===== src/source/board_ctrl_defines.svh =====
`ifndef BOARD_CTRL_DEFINES_SVH
`define BOARD_CTRL_DEFINES_SVH

// register bus
`define BC_ADDR_W 5
`define BC_DATA_W 8

// configuration path
`define CFG_FIFO_DEPTH 4   // also the initial boot credit count
`define BOOT_LEN 12        // bytes copied from the boot rom
`define BOOT_ADDR_W $clog2(`BOOT_LEN)

// revision readback, high byte first on the bus
`define REV_ID    16'hbc01
`define REV_MAJOR 8'h01
`define REV_MINOR 8'h03
`define REV_RCS   16'h2a5e

`endif


===== src/source/board_ctrl_pkg.sv =====
`include "board_ctrl_defines.svh"

package board_ctrl_pkg;

  // bridge and loader sequencing
  typedef enum logic [1:0] {
    ST_IDLE,
    ST_REQUEST,
    ST_WAIT_ACK
  } bus_state_t;

  // serializer phases, one bit takes low then high
  typedef enum logic [1:0] {
    SH_IDLE,
    SH_LOW,
    SH_HIGH
  } shift_state_t;

  typedef enum logic {
    M_HOST,
    M_BOOT
  } master_t;

  typedef enum logic [`BC_ADDR_W-1:0] {
    OFF_CTRL       = 5'h00,
    OFF_SWITCHES   = 5'h01,
    OFF_SYS_CONFIG = 5'h02,
    OFF_REV_ID_HI  = 5'h08,
    OFF_REV_ID_LO  = 5'h09,
    OFF_REV_MAJOR  = 5'h0a,
    OFF_REV_MINOR  = 5'h0b,
    OFF_REV_RCS_HI = 5'h0c,
    OFF_REV_RCS_LO = 5'h0d,
    OFF_CFG_DATA   = 5'h10,
    OFF_CFG_STATUS = 5'h11,
    OFF_CFG_CTRL   = 5'h12
  } reg_off_t;

endpackage


===== src/source/reg_bus_if.sv =====
`include "board_ctrl_defines.svh"

interface reg_bus_if;
  logic                  cyc;  // held by the master until ack
  logic                  we;
  logic [`BC_ADDR_W-1:0] adr;
  logic [`BC_DATA_W-1:0] wdat;
  logic [`BC_DATA_W-1:0] rdat; // valid with ack on reads
  logic                  ack;  // single cycle

  modport master (
    output cyc, we, adr, wdat,
    input  rdat, ack
  );

  modport slave (
    input  cyc, we, adr, wdat,
    output rdat, ack
  );

endinterface

===== src/source/board_ctrl.sv =====
`include "board_ctrl_defines.svh"

module board_ctrl (
  input  logic                    clk_master,
  input  logic                    reset_mon,
  // host port
  input  logic                    host_cs_n_i,
  input  logic                    host_we_n_i,
  input  logic [`BC_ADDR_W-1:0]   host_addr_i,
  input  logic [`BC_DATA_W-1:0]   host_wdata_i,
  output logic [`BC_DATA_W-1:0]   host_rdata_o,
  output logic                    host_rdy_o,
  // switches and straps
  input  logic [7:0]              sys_config_i,
  input  logic [3:0]              user_dip_i,
  input  logic [3:0]              config_dip_i,
  output logic [1:0]              user_led_n_o,
  output logic                    geth_reset_n_o,
  output logic                    por_force_o,
  output logic                    eeprom_wp_o,
  output logic                    flash_wp_n_o,
  // boot rom
  output logic [`BOOT_ADDR_W-1:0] boot_rom_addr_o,
  input  logic [`BC_DATA_W-1:0]   boot_rom_data_i,
  output logic                    boot_done_o,
  // fpga serial configuration
  input  logic                    cfg_done_i,
  output logic                    cfg_cclk_o,
  output logic                    cfg_din_o,
  output logic                    cfg_prog_n_o
);

  reg_bus_if host_bus ();
  reg_bus_if boot_bus ();
  reg_bus_if misc_bus ();
  reg_bus_if cfg_bus ();

  logic cfg_credit;  // one per byte popped by config_port

  host_bus_bridge u_host_bus_bridge (
    .clk_master   (clk_master),
    .reset_mon    (reset_mon),
    .host_cs_n_i  (host_cs_n_i),
    .host_we_n_i  (host_we_n_i),
    .host_addr_i  (host_addr_i),
    .host_wdata_i (host_wdata_i),
    .host_rdata_o (host_rdata_o),
    .host_rdy_o   (host_rdy_o),
    .bus          (host_bus)
  );

  boot_loader u_boot_loader (
    .clk_master      (clk_master),
    .reset_mon       (reset_mon),
    .boot_en_i       (sys_config_i[1]),
    .cfg_credit_i    (cfg_credit),
    .boot_rom_addr_o (boot_rom_addr_o),
    .boot_rom_data_i (boot_rom_data_i),
    .boot_done_o     (boot_done_o),
    .bus             (boot_bus)
  );

  bus_arbiter u_bus_arbiter (
    .clk_master (clk_master),
    .reset_mon  (reset_mon),
    .host_bus   (host_bus),
    .boot_bus   (boot_bus),
    .misc_bus   (misc_bus),
    .cfg_bus    (cfg_bus)
  );

  misc_regs u_misc_regs (
    .clk_master     (clk_master),
    .reset_mon      (reset_mon),
    .bus            (misc_bus),
    .sys_config_i   (sys_config_i),
    .user_dip_i     (user_dip_i),
    .config_dip_i   (config_dip_i),
    .user_led_n_o   (user_led_n_o),
    .geth_reset_n_o (geth_reset_n_o),
    .por_force_o    (por_force_o),
    .eeprom_wp_o    (eeprom_wp_o),
    .flash_wp_n_o   (flash_wp_n_o)
  );

  config_port u_config_port (
    .clk_master   (clk_master),
    .reset_mon    (reset_mon),
    .bus          (cfg_bus),
    .cfg_done_i   (cfg_done_i),
    .cfg_cclk_o   (cfg_cclk_o),
    .cfg_din_o    (cfg_din_o),
    .cfg_prog_n_o (cfg_prog_n_o),
    .cfg_credit_o (cfg_credit)
  );

endmodule


===== src/source/boot_loader.sv =====
`include "board_ctrl_defines.svh"

module boot_loader import board_ctrl_pkg::*; (
  input  logic                   clk_master,
  input  logic                   reset_mon,
  input  logic                   boot_en_i,
  input  logic                   cfg_credit_i,
  output logic [`BOOT_ADDR_W-1:0] boot_rom_addr_o,
  input  logic [`BC_DATA_W-1:0]  boot_rom_data_i,
  output logic                   boot_done_o,
  reg_bus_if.master              bus
);

  localparam int CRED_W = $clog2(`CFG_FIFO_DEPTH) + 1;

  bus_state_t             state_q;
  logic                   sampled_q;   // boot_en_i taken once after reset
  logic                   done_q;
  logic [CRED_W-1:0]      credits_q;   // free fifo slots in config_port
  logic [`BOOT_ADDR_W-1:0] rom_addr_q;
  logic                   spend;

  assign spend = (state_q == ST_REQUEST);

  always_ff @(posedge clk_master) begin
    if (reset_mon) begin
      state_q    <= ST_IDLE;
      sampled_q  <= 1'b0;
      done_q     <= 1'b0;
      credits_q  <= CRED_W'(`CFG_FIFO_DEPTH);
      rom_addr_q <= '0;
      bus.cyc    <= 1'b0;
    end else begin
      credits_q <= credits_q + CRED_W'(cfg_credit_i) - CRED_W'(spend);
      if (!sampled_q) begin
        sampled_q <= 1'b1;
        done_q    <= !boot_en_i;  // nothing to copy
      end
      case (state_q)
        ST_IDLE: begin
          // rom data for rom_addr_q is valid by the request cycle
          if (sampled_q && !done_q && (credits_q != '0)) state_q <= ST_REQUEST;
        end
        ST_REQUEST: begin
          bus.cyc <= 1'b1;
          state_q <= ST_WAIT_ACK;
        end
        ST_WAIT_ACK: begin
          if (bus.ack) begin
            bus.cyc <= 1'b0;
            state_q <= ST_IDLE;
            if (rom_addr_q == `BOOT_ADDR_W'(`BOOT_LEN - 1)) begin
              done_q <= 1'b1;
            end else begin
              rom_addr_q <= rom_addr_q + 1'b1;
            end
          end
        end
        default: state_q <= ST_IDLE;
      endcase
    end
  end

  always_ff @(posedge clk_master) begin
    if (spend) bus.wdat <= boot_rom_data_i;
  end

  assign bus.we          = 1'b1;          // writes only
  assign bus.adr         = OFF_CFG_DATA;
  assign boot_rom_addr_o = rom_addr_q;
  assign boot_done_o     = done_q;

endmodule


===== src/source/bus_arbiter.sv =====
`include "board_ctrl_defines.svh"

module bus_arbiter import board_ctrl_pkg::*; (
  input  logic     clk_master,
  input  logic     reset_mon,
  reg_bus_if.slave  host_bus,
  reg_bus_if.slave  boot_bus,
  reg_bus_if.master misc_bus,
  reg_bus_if.master cfg_bus
);

  logic                  busy_q;   // a grant is active
  master_t               grant_q;  // current or last granted master
  master_t               pick;
  logic                  host_req;
  logic                  boot_req;
  logic                  m_cyc;
  logic                  m_we;
  logic [`BC_ADDR_W-1:0] m_adr;
  logic [`BC_DATA_W-1:0] m_wdat;
  logic                  slave_sel; // high selects config_port
  logic                  slave_ack;
  logic [`BC_DATA_W-1:0] slave_rdat;

  assign host_req = host_bus.cyc;
  assign boot_req = boot_bus.cyc;

  // on a tie the master that did not go last wins
  always_comb begin
    if (host_req && boot_req) begin
      pick = (grant_q == M_HOST) ? M_BOOT : M_HOST;
    end else if (boot_req) begin
      pick = M_BOOT;
    end else begin
      pick = M_HOST;
    end
  end

  always_ff @(posedge clk_master) begin
    if (reset_mon) begin
      busy_q  <= 1'b0;
      grant_q <= M_BOOT;  // host takes the first tie
    end else if (!busy_q) begin
      if (host_req || boot_req) begin
        busy_q  <= 1'b1;
        grant_q <= pick;
      end
    end else if (slave_ack) begin
      busy_q <= 1'b0;
    end
  end

  always_comb begin
    if (grant_q == M_HOST) begin
      m_cyc  = host_bus.cyc;
      m_we   = host_bus.we;
      m_adr  = host_bus.adr;
      m_wdat = host_bus.wdat;
    end else begin
      m_cyc  = boot_bus.cyc;
      m_we   = boot_bus.we;
      m_adr  = boot_bus.adr;
      m_wdat = boot_bus.wdat;
    end
    slave_sel = m_adr[`BC_ADDR_W-1];

    misc_bus.cyc  = busy_q && m_cyc && !slave_sel;
    misc_bus.we   = m_we;
    misc_bus.adr  = m_adr;
    misc_bus.wdat = m_wdat;
    cfg_bus.cyc   = busy_q && m_cyc && slave_sel;
    cfg_bus.we    = m_we;
    cfg_bus.adr   = m_adr;
    cfg_bus.wdat  = m_wdat;

    slave_ack  = slave_sel ? cfg_bus.ack : misc_bus.ack;
    slave_rdat = slave_sel ? cfg_bus.rdat : misc_bus.rdat;

    // only the granted master sees the response
    host_bus.ack  = busy_q && (grant_q == M_HOST) && slave_ack;
    boot_bus.ack  = busy_q && (grant_q == M_BOOT) && slave_ack;
    host_bus.rdat = (grant_q == M_HOST) ? slave_rdat : '0;
    boot_bus.rdat = (grant_q == M_BOOT) ? slave_rdat : '0;
  end

endmodule


===== src/source/config_port.sv =====
`include "board_ctrl_defines.svh"

module config_port import board_ctrl_pkg::*; (
  input  logic     clk_master,
  input  logic     reset_mon,
  reg_bus_if.slave bus,
  input  logic     cfg_done_i,
  output logic     cfg_cclk_o,
  output logic     cfg_din_o,
  output logic     cfg_prog_n_o,
  output logic     cfg_credit_o
);

  localparam int PTR_W    = $clog2(`CFG_FIFO_DEPTH);
  localparam int BIT_W    = $clog2(`BC_DATA_W);
  localparam int PROG_LEN = 8;  // prog_n low time in cycles

  logic [`BC_DATA_W-1:0] fifo_mem [`CFG_FIFO_DEPTH];
  logic [PTR_W-1:0]      wr_ptr_q;
  logic [PTR_W-1:0]      rd_ptr_q;
  logic [PTR_W:0]        fifo_cnt_q;
  logic                  fifo_full;
  logic                  fifo_empty;
  shift_state_t          sh_state_q;
  logic [`BC_DATA_W-1:0] shreg_q;
  logic [BIT_W-1:0]      bit_cnt_q;
  logic [3:0]            prog_cnt_q;
  logic                  ack_q;
  logic                  credit_q;
  logic                  bus_req;
  logic                  data_wr;
  logic                  push;
  logic                  pop;
  logic                  flush;
  logic                  last_bit;

  assign fifo_full  = (fifo_cnt_q == (PTR_W+1)'(`CFG_FIFO_DEPTH));
  assign fifo_empty = (fifo_cnt_q == '0);
  assign bus_req    = bus.cyc && !ack_q;
  assign data_wr    = bus_req && bus.we && (bus.adr == OFF_CFG_DATA);
  assign push       = data_wr && !fifo_full;  // full fifo stalls the ack
  assign flush      = bus_req && bus.we && (bus.adr == OFF_CFG_CTRL) && bus.wdat[0];
  assign last_bit   = (bit_cnt_q == BIT_W'(`BC_DATA_W - 1));
  // next byte is taken at the end of the last high phase, so no gap
  assign pop = !fifo_empty &&
               ((sh_state_q == SH_IDLE) || ((sh_state_q == SH_HIGH) && last_bit));

  always_ff @(posedge clk_master) begin
    if (push) fifo_mem[wr_ptr_q] <= bus.wdat;
  end

  always_ff @(posedge clk_master) begin
    if (reset_mon || flush) begin
      wr_ptr_q   <= '0;
      rd_ptr_q   <= '0;
      fifo_cnt_q <= '0;  // flushed bytes return no credit
    end else begin
      if (push) wr_ptr_q <= wr_ptr_q + 1'b1;
      if (pop) rd_ptr_q <= rd_ptr_q + 1'b1;
      fifo_cnt_q <= fifo_cnt_q + (PTR_W+1)'(push) - (PTR_W+1)'(pop);
    end
  end

  always_ff @(posedge clk_master) begin
    if (reset_mon) begin
      sh_state_q <= SH_IDLE;
      bit_cnt_q  <= '0;
      ack_q      <= 1'b0;
      credit_q   <= 1'b0;
      prog_cnt_q <= '0;
    end else begin
      ack_q    <= bus_req && !(data_wr && fifo_full);
      credit_q <= pop;
      case (sh_state_q)
        SH_IDLE: begin
          if (pop) begin
            sh_state_q <= SH_LOW;
            bit_cnt_q  <= '0;
          end
        end
        SH_LOW: sh_state_q <= SH_HIGH;
        SH_HIGH: begin
          if (!last_bit) begin
            bit_cnt_q  <= bit_cnt_q + 1'b1;
            sh_state_q <= SH_LOW;
          end else if (pop) begin
            bit_cnt_q  <= '0;
            sh_state_q <= SH_LOW;
          end else begin
            sh_state_q <= SH_IDLE;
          end
        end
        default: sh_state_q <= SH_IDLE;
      endcase
      if (flush) begin
        prog_cnt_q <= 4'(PROG_LEN);
      end else if (prog_cnt_q != '0) begin
        prog_cnt_q <= prog_cnt_q - 1'b1;
      end
    end
  end

  // msb goes out first, shifted after each high phase
  always_ff @(posedge clk_master) begin
    if (pop) begin
      shreg_q <= fifo_mem[rd_ptr_q];
    end else if (sh_state_q == SH_HIGH) begin
      shreg_q <= shreg_q << 1;
    end
  end

  always_comb begin
    case (bus.adr)
      OFF_CFG_STATUS: bus.rdat = {{(`BC_DATA_W-PTR_W-3){1'b0}}, fifo_cnt_q,
                                  (sh_state_q != SH_IDLE), cfg_done_i};
      OFF_CFG_CTRL:   bus.rdat = {{(`BC_DATA_W-1){1'b0}}, (prog_cnt_q != '0)};
      default:        bus.rdat = '0;
    endcase
  end

  assign bus.ack      = ack_q;
  assign cfg_cclk_o   = (sh_state_q == SH_HIGH);
  assign cfg_din_o    = shreg_q[`BC_DATA_W-1];
  assign cfg_prog_n_o = (prog_cnt_q == '0);
  assign cfg_credit_o = credit_q;

endmodule


===== src/source/host_bus_bridge.sv =====
`include "board_ctrl_defines.svh"

module host_bus_bridge import board_ctrl_pkg::*; (
  input  logic                  clk_master,
  input  logic                  reset_mon,
  input  logic                  host_cs_n_i,
  input  logic                  host_we_n_i,
  input  logic [`BC_ADDR_W-1:0] host_addr_i,
  input  logic [`BC_DATA_W-1:0] host_wdata_i,
  output logic [`BC_DATA_W-1:0] host_rdata_o,
  output logic                  host_rdy_o,
  reg_bus_if.master             bus
);

  bus_state_t            state_q;
  logic [`BC_DATA_W-1:0] rdata_q;
  logic                  rdy_q;
  logic                  take_req;
  logic                  done;

  assign take_req = (state_q == ST_IDLE) && !host_cs_n_i;
  assign done     = (state_q == ST_WAIT_ACK) && bus.ack;

  always_ff @(posedge clk_master) begin
    if (reset_mon) begin
      state_q <= ST_IDLE;
      bus.cyc <= 1'b0;
      rdy_q   <= 1'b0;
    end else begin
      rdy_q <= 1'b0;  // one-cycle pulse
      case (state_q)
        ST_IDLE: begin
          if (!host_cs_n_i) state_q <= ST_REQUEST;
        end
        ST_REQUEST: begin
          bus.cyc <= 1'b1;
          state_q <= ST_WAIT_ACK;
        end
        ST_WAIT_ACK: begin
          if (bus.ack) begin
            bus.cyc <= 1'b0;  // drop in the cycle after ack
            rdy_q   <= 1'b1;
            state_q <= ST_IDLE;
          end
        end
        default: state_q <= ST_IDLE;
      endcase
    end
  end

  // request payload and returned data
  always_ff @(posedge clk_master) begin
    if (take_req) begin
      bus.we   <= !host_we_n_i;
      bus.adr  <= host_addr_i;
      bus.wdat <= host_wdata_i;
    end
    if (done) rdata_q <= bus.rdat;
  end

  assign host_rdata_o = rdata_q;
  assign host_rdy_o   = rdy_q;

endmodule


===== src/source/misc_regs.sv =====
`include "board_ctrl_defines.svh"

module misc_regs import board_ctrl_pkg::*; (
  input  logic       clk_master,
  input  logic       reset_mon,
  reg_bus_if.slave   bus,
  input  logic [7:0] sys_config_i,
  input  logic [3:0] user_dip_i,
  input  logic [3:0] config_dip_i,
  output logic [1:0] user_led_n_o,
  output logic       geth_reset_n_o,
  output logic       por_force_o,
  output logic       eeprom_wp_o,
  output logic       flash_wp_n_o
);

  logic [3:0] ctrl_q;       // leds, eth reset, por force request
  logic       por_force_q;
  logic       ack_q;
  logic       ctrl_wr;

  assign ctrl_wr = bus.cyc && bus.we && !ack_q && (bus.adr == OFF_CTRL);

  always_ff @(posedge clk_master) begin
    if (reset_mon) begin
      ctrl_q      <= '0;
      por_force_q <= 1'b0;
      ack_q       <= 1'b0;
    end else begin
      ack_q <= bus.cyc && !ack_q;  // one cycle after cyc
      if (ctrl_wr) begin
        ctrl_q <= bus.wdat[3:0];
        // rising write of bit 3 latches until reset
        if (bus.wdat[3] && !ctrl_q[3]) por_force_q <= 1'b1;
      end
    end
  end

  always_comb begin
    case (bus.adr)
      OFF_CTRL:       bus.rdat = {{(`BC_DATA_W-4){1'b0}}, ctrl_q};
      OFF_SWITCHES:   bus.rdat = {config_dip_i, user_dip_i};
      OFF_SYS_CONFIG: bus.rdat = sys_config_i;
      OFF_REV_ID_HI:  bus.rdat = 8'((`REV_ID) >> 8);
      OFF_REV_ID_LO:  bus.rdat = 8'(`REV_ID);
      OFF_REV_MAJOR:  bus.rdat = `REV_MAJOR;
      OFF_REV_MINOR:  bus.rdat = `REV_MINOR;
      OFF_REV_RCS_HI: bus.rdat = 8'((`REV_RCS) >> 8);
      OFF_REV_RCS_LO: bus.rdat = 8'(`REV_RCS);
      default:        bus.rdat = '0;
    endcase
  end

  assign bus.ack = ack_q;

  assign user_led_n_o   = ~ctrl_q[1:0];  // leds are active low
  assign geth_reset_n_o = !ctrl_q[2];
  assign por_force_o    = por_force_q;
  assign eeprom_wp_o    = !user_dip_i[3];
  assign flash_wp_n_o   = !user_dip_i[2];

endmodule


===== config.mk =====
export PLATFORM = sky130hd
export DESIGN_NAME = board_ctrl
export DESIGN_NICKNAME = d
export VERILOG_FILES = /design/src/source/board_ctrl_pkg.sv /design/src/source/reg_bus_if.sv /design/src/source/board_ctrl.sv /design/src/source/boot_loader.sv /design/src/source/bus_arbiter.sv /design/src/source/config_port.sv /design/src/source/host_bus_bridge.sv /design/src/source/misc_regs.sv
export VERILOG_INCLUDE_DIRS = /design/src /design/src/source
export SDC_FILE = /design/constraint.sdc
export NUM_CORES = 1
export LEC_CHECK = 0
export BUFFER_PORTS_ARGS = -buffer_cell sky130_fd_sc_hd__clkbuf_2
export CELL_PAD_IN_SITES_DETAIL_PLACEMENT = 0
export CELL_PAD_IN_SITES_GLOBAL_PLACEMENT = 1
export CORE_MARGIN = 1.5
export CORE_UTILIZATION = 46
export DETAILED_ROUTE_END_ITERATION = 8
export HOLD_SLACK_MARGIN = 0.05
export PLACE_DENSITY = 0.86
export SKIP_CTS_REPAIR_TIMING = 1
export SYNTH_ARGS = -nofsm -noshare
export SYNTH_HDL_FRONTEND = slang
export SYNTH_SLANG_ARGS = --single-unit

===== constraint.sdc =====
create_clock -name clk_master -period 3 [get_ports clk_master]
set_input_delay 0.75 -clock clk_master [delete_from_list [all_inputs] [get_ports clk_master]]
set_output_delay 0.75 -clock clk_master [all_outputs]
set_load 0.03 [all_outputs]

==> metrics.md, run 1 <==
| Metric | Value |
|---|---|
| CP Launch Type | `flop` |
| YS warnings | `0` |
| Clock-pin slew on the worst setup and hold paths | `0.06 ns` |
| Worst rel slew slack | `48.52%` |
| Total power | `4.846 mW` |
| First-pass GRT wire length | `16.46 mm` |
| Area Growth Syn to Fin | `20.97%` |
| Antenna Cells | `0` |
| Inst Count DP | `566` |
| Via count | `3,205` |
| Skew final | `0.008757 ns` |
| Final Core Density | `57.04%` |
| Worst path cell trace | `ha_1 > ha_1 > nor2b_1 > nor3_2 > nand2b_1 > nand2_1 > ha_1 > fa_1 > xnor2_1 > xnor2_1 > nor2_1` |
| TritonCTS clock tree | `built` |
| Syn nets | `430` |
| Worst setup EP type | `flop` |
| Dominant synthesized flop cell | `edfxtp_1` |
| Yosys reg bits | `114` |
| Leakage Power | `2.230 nW` |
| Cell taking the most area after synthesis | `edfxtp_1` |
| Synth area leaders | `edfxtp_1 (43%), dfxtp_1 (18%), mux2_2 (4.2%)` |
| Post-synthesis simple-gate area fraction | `14.07%` |
| PortBufs | `64` |
| Core area | `10,280 um^2` |
| Non-Filler Instances | `598` |
| Vias in the first global route | `3,262` |
| Dpl hpwl | `7.044 mm` |
| # clock sinks | `114` |
| Die width | `105.6 um` |
| Multiplexer area fraction after synthesis | `8.314%` |
| Tcrit/Tclk final | `86.24%` |
| Most frequent cell after synthesis | `edfxtp_1` |
| Post-synth top area share | `43.38%` |
| # DRC | `0` |
| Total track usage | `19.28%` |
| Pwr Density | `826.8 nW/um^2` |
| ANT nets after route | `0` |
| RSZ-0062 raised after global routing | `no` |
| Asr flop ratio synth | `0%` |
| Max-cap violation count | `0` |
| Critical path data required time | `3.39 ns` |
| Bufs and invs on worst path | `0` |
| CP peak stage delay | `0.38 ns` |
| Mapped Cells | `375` |
| F_max | `386.5 MHz` |
| Maximum buffer depth of the clock tree | `2` |
| Nets | `504` |
| Worst Hold Slack | `0.3991 ns` |
| Maximum vdd drop | `462.9 uV` |
| Wire length per cell | `16.34 um` |
| DIE AREA | `11,160 um^2` |
| Top Family by Delay on Critical Path | `adder cells` |
| Max-slew violation count | `0` |
| Antenna violations before repair | `0` |
| Clock Latency Late Sink | `0.52 ns` |
| Root buffer cell | `clkbuf_8` |
| Fraction of layout cells with a size suffix above 1 | `29.65%` |
| Seq/Total Area, Yosys | `61.55%` |
| Die Y | `105.6 um` |
| Drt first pass iters | `5` |
| Critical path arrival | `2.98 ns` |
| Synth Area in Compound Gates | `7.281%` |
| Via/cell ratio | `5.360` |
| CP max FO | `10` |
| H-tree levels | `4` |
| Status | `complete, no violations` |
| IO Count | `65` |
| Synth Area in XOR/XNOR | `1.988%` |
| Netlist cell types | `59` |
| Largest net degree at the start of global routing | `24` |
| EDFF count, synth | `70` |
| Avg Inst Size Synth | `12.92 um^2` |
| Synthesized area | `4846 um^2` |
| HP Class | `in -> reg` |
| Post-Synth Adder-Cell Area | `3.666%` |
| Post-route minimum period | `2.587 ns` |
| # setup viols final | `0` |
| Initial Util | `47.15%` |
| Critical path's slowest cell | `fa_1` |
| CTS buffer count | `17` |
| GRT overflow | `0` |
| Slew @ Worst Pin | `0.7722 ns` |
| Largest family of logic cells by synthesized area | `simple AND/OR/NAND/NOR gates` |
| Row count | `37` |
| Routability congestion estimate | `0.8153` |
| Fin Setup TNS | `0 ns` |
| Critical path class | `reg -> reg` |
| CP dominant cell by count | `ha_1` |
| Initial DRC count | `143` |
| Synth top cells by count | `edfxtp_1 (70), dfxtp_1 (44), nor2_1 (35), inv_1 (22), nor3_1 (19)` |
| Endpoints failing hold | `0` |
| Detailed Route WL | `9.770 mm` |
## worst reg2reg max path: stages, from the launching register on
cell      delay [ns]
dfxtp_1         0.33
ha_1            0.21
ha_1            0.21
nor2b_1         0.32
nor3_2          0.21
nand2b_1        0.18
nand2_1         0.07
ha_1            0.19
fa_1            0.38
xnor2_1         0.18
xnor2_1         0.13
nor2_1          0.05
## worst paths after layout
path                                                     to                   startpoint  slack, ns  depth (start not counted)
worst max-delay path            u_config_port.fifo_cnt_q[2]   u_config_port.bit_cnt_q[0]       0.41                         11
worst min-delay path              u_boot_loader.bus.wdat[6]           boot_rom_data_i[6]       0.40                          1
worst max register to register  u_config_port.fifo_cnt_q[2]   u_config_port.bit_cnt_q[0]       0.41                         11
worst min register to register  u_config_port.sh_state_q[1]  u_config_port.sh_state_q[1]       0.44                          1
## placed cells by master (no fill, tap or decap), drive strengths merged, types with 8 or more instances in the layout
cell type,instances
a21oi,12
dfxtp,44
mux2,18
nor2,35
inv,24
edfxtp,70
nand3,12
mux4,8
nor2b,8
nand2,9
clkbuf,85
nor3,20
xnor2,9
ha,11
## per-layer routing
layer	share of wire, %	global-route usage (%)	wire length, um	vias up
met5	0	0	0	-
met4	1.5	7.432	144	0
met3	3.7	4.886	359	18
met2	50	31.49	4865	80
met1	45	24.70	4400	1560
li1	-	-	-	1547
## kinds of logic after synthesis
group,after synthesis
simple gates,124
flops,114
compound gates,48
buf+inv,37
mux,28
fa+ha+maj,13
xor+xnor,11
## flip-flops by register name, indices dropped and copies added, names as in the netlist, 3 cells and up, named ones only
register,cells
u_host_bus_bridge.bus.adr,5
u_host_bus_bridge.bus.wdat,8
u_boot_loader.credits_q,3
u_config_port.prog_cnt_q,4
u_boot_loader.boot_rom_addr_o,4
u_config_port.fifo_cnt_q,3
u_boot_loader.bus.wdat,8
u_misc_regs.ctrl_q,4
u_config_port.fifo_mem,32
u_config_port.shreg_q,8
u_config_port.bit_cnt_q,3
u_host_bus_bridge.host_rdata_o,8
## through the flow
stage | cell area (um^2) | setup WS [ns]
finish | 5862 | 0.4129
global route | 5862 | 0.1230
CTS | 5862 | 0.4203
detailed placement | 5318 | 0.4215
global placement | 5318 | 0.5274
floorplan | 4846 | 0.6825
## where the power goes
group	total (mW)	switching [mW]	leakage [nW]	internal, mW
sequential	2.08	0.167	1.00	1.91
combinational	0.922	0.485	0.953	0.437
clock	1.84	0.688	0.274	1.15
total	4.85	1.34	2.23	3.51
## final cells by class
class / instances / area [um^2]
Fill cell: 849 / 4415
Sequential cell: 114 / 2983
Multi-Input combinational cell: 224 / 1717
Clock buffer: 21 / 460.4
Timing Repair Buffer: 70 / 365.4
Tap cell: 136 / 170.2
Clock inverter: 11 / 83.83
Inverter: 22 / 82.58
(Power assumes the default switching activity.)
==> run 2, diff against run 1 <==
--- a/config.mk
+++ b/config.mk
@@ -7,13 +7,11 @@
 export NUM_CORES = 1
 export LEC_CHECK = 0
 export BUFFER_PORTS_ARGS = -buffer_cell sky130_fd_sc_hd__clkbuf_2
-export CELL_PAD_IN_SITES_DETAIL_PLACEMENT = 0
-export CELL_PAD_IN_SITES_GLOBAL_PLACEMENT = 1
 export CORE_MARGIN = 1.5
-export CORE_UTILIZATION = 46
+export CORE_UTILIZATION = 55
 export DETAILED_ROUTE_END_ITERATION = 8
 export HOLD_SLACK_MARGIN = 0.05
-export PLACE_DENSITY = 0.86
+export PLACE_DENSITY = 0.79
 export SKIP_CTS_REPAIR_TIMING = 1
 export SYNTH_ARGS = -nofsm -noshare
 export SYNTH_HDL_FRONTEND = slang
==> metrics.md, run 2 (same netlist as run 1, synthesis figures left out) <==
| Metric | Value |
|---|---|
| Status | `complete, no violations (unchanged)` |
| R2R cell count | `11 (unchanged)` |
| Fill cell count | `614 (was 849)` |
| ANT nets after route | `0 (unchanged)` |
| Drt first pass iters | `5 (unchanged)` |
| Clock Latency Late Sink | `0.52 ns (about the same)` |
| Worst setup EP type | `flop (unchanged)` |
| Area Growth Syn to Fin | `21.97% (was 20.97%)` |
| Worst rel slew slack | `42.42% (was 48.52%)` |
| CP max FO | `10 (unchanged)` |
| PortBufs | `64 (unchanged)` |
| Vias in the first global route | `3,438 (was 3,262)` |
| First-pass GRT wire length | `16.92 mm (was 16.46 mm)` |
| Fraction of layout cells with a size suffix above 1 | `30.02% (was 29.65%)` |
| Design Area, Final | `5911 um^2 (was 5862 um^2)` |
| Detailed Route WL | `10.35 mm (was 9.770 mm)` |
| Critical path class | `reg -> reg (unchanged)` |
| Maximum buffer depth of the clock tree | `2 (unchanged)` |
| IO Count | `65 (unchanged)` |
| Maximum vdd drop | `455.5 uV (was 462.9 uV)` |
| HP Class | `in -> reg (unchanged)` |
| Largest net degree at the start of global routing | `24 (unchanged)` |
| Leakage Power | `2.257 nW (was 2.230 nW)` |
| Net Sw Frac | `27.60% (was 27.65%)` |
| Worst hold stages | `1 (unchanged)` |
| # clock sinks | `114 (unchanged)` |
| Initial Util | `56.11% (was 47.15%)` |
| Die Y | `96.87 um (was 105.6 um)` |
| Antenna violations before repair | `0 (unchanged)` |
| Commonest non-fill, non-tap cell in the layout | `edfxtp_1 (unchanged)` |
| Antenna Cells | `0 (unchanged)` |
| CP Launch Type | `flop (unchanged)` |
| Nets | `505 (was 504)` |
| Skew final | `0.005587 ns (was 0.008757 ns)` |
| Root buffer cell | `clkbuf_8 (unchanged)` |
| H-tree levels | `4 (unchanged)` |
| Endpoints failing hold | `0 (unchanged)` |
| RSZ-0062 raised after global routing | `no (unchanged)` |
| Wire length per cell | `18.12 um (was 16.34 um)` |
| Sequential Area | `2983 um^2 (unchanged)` |
| Max reg flops | `32 (unchanged)` |
| Fin Setup TNS | `0 ns (unchanged)` |
| DIE AREA | `9383 um^2 (was 11,160 um^2)` |
| Reg with most FFs | `u_config_port.fifo_mem (unchanged)` |
| Via count | `3,342 (was 3,205)` |
| Tcrit/Tclk final | `88.26% (was 86.24%)` |
| Die width | `96.87 um (was 105.6 um)` |
| Initial DRC count | `217 (was 143)` |
| Max-slew violation count | `0 (unchanged)` |
| CTS buffer count | `17 (unchanged)` |
| # setup viols final | `0 (unchanged)` |
| Routability congestion estimate | `0.8985 (was 0.8153)` |
| Row count | `34 (was 37)` |
| Critical path data required time | `3.39 ns (about the same)` |
| Total track usage | `23.66% (was 19.28%)` |
| Core area | `8636 um^2 (was 10,280 um^2)` |
| F_max | `377.7 MHz (was 386.5 MHz)` |
| Net Switching | `1.413 mW (was 1.340 mW)` |
| Comb pwr share | `18.2% (was 19.0%)` |
| P_int | `3.707 mW (was 3.506 mW)` |
| Critical path arrival | `3.04 ns (was 2.98 ns)` |
| Dpl hpwl | `7.083 mm (was 7.044 mm)` |
| Pwr Density | `866.3 nW/um^2 (was 826.8 nW/um^2)` |
| Area after DPL | `5290 um^2 (was 5318 um^2)` |
| Slew @ Worst Pin | `0.8637 ns (was 0.7722 ns)` |
| Clock power share | `41.2% (was 38.0%)` |
| Via/cell ratio | `5.853 (was 5.360)` |
| # DRC | `0 (unchanged)` |
| TritonCTS clock tree | `built (unchanged)` |
| GRT overflow | `0 (unchanged)` |
| Sequential share of power | `40.6% (was 43.0%)` |
| Clock-pin slew on the worst setup and hold paths | `0.06 ns (about the same)` |
| Max-cap violation count | `0 (unchanged)` |
| Most frequent cells in the layout | `edfxtp_1 (70), clkbuf_2 (64), dfxtp_1 (44), nor2_1 (35), inv_1 (22) (unchanged)` |
| Multi-input logic area | `1717 um^2 (unchanged)` |
| Post-route minimum period | `2.648 ns (was 2.587 ns)` |
run 2: cell type report:
class                   count  area share (%)
clock buffers              17           7.007
clock inverters            15           3.493
repair buffers             71           6.308
flip-flops and latches    114           50.47
well taps                 108           2.286
multi-input cells         224           29.04
inverters                  22           1.397
run 2: through the flow:
stage	setup WS (ns)	cells	hold slack, ns	power (mW)	utilization (%)
after global routing	0.1620	571	0.3774	5.348	68.44
after detailed placement	0.3922	539	0.4522	3.038	61.26
after CTS	0.3443	571	0.3861	5.145	68.44
final	0.3523	571	0.3991	5.120	68.44
after global placement	0.5331	539	0.4257	2.972	61.26
after floorplan	0.6825	375	0.4122	2.769	-
run 2: power by group through the flow:
stage | combinational [mW] | sequential, mW | clock, mW
2_1_floorplan | 0.740 | 2.03 | 0
3_3_place_gp | 0.876 | 2.10 | 0
3_5_place_dp | 0.931 | 2.11 | 0
4_1_cts | 0.943 | 2.08 | 2.12
5_1_grt | 1.04 | 2.11 | 2.20
6_report | 0.932 | 2.08 | 2.11
run 2: final timing paths:
kind                                     from                          end  slack [ns]
setup reg to reg   u_config_port.bit_cnt_q[0]  u_config_port.fifo_cnt_q[2]        0.35
hold reg to reg   u_config_port.sh_state_q[1]  u_config_port.sh_state_q[1]        0.45
hold / removal             boot_rom_data_i[2]    u_boot_loader.bus.wdat[2]        0.40
setup / recovery   u_config_port.bit_cnt_q[0]  u_config_port.fifo_cnt_q[2]        0.35
run 2: worst max-delay path, cell delays in order, from the launching register on:
cell      delay [ns]
dfxtp_1         0.32
ha_1            0.20
ha_1            0.21
nor2b_1         0.32
nor3_2          0.21
nand2b_1        0.19
nand2_1         0.07
ha_1            0.20
fa_1            0.39
xnor2_1         0.19
xnor2_1         0.14
nor2_1          0.06
run 2: layer usage:
| metal | vias up | routed length (um) | global-route usage [%] |
|---|---|---|---|
| met4 | 0 | 274 | 10.14 |
| met3 | 30 | 539 | 7.298 |
| met2 | 121 | 5439 | 40.56 |
| li1 | 1555 | - | - |
| met1 | 1636 | 4095 | 27.43 |
| met5 | - | 0 | 0 |
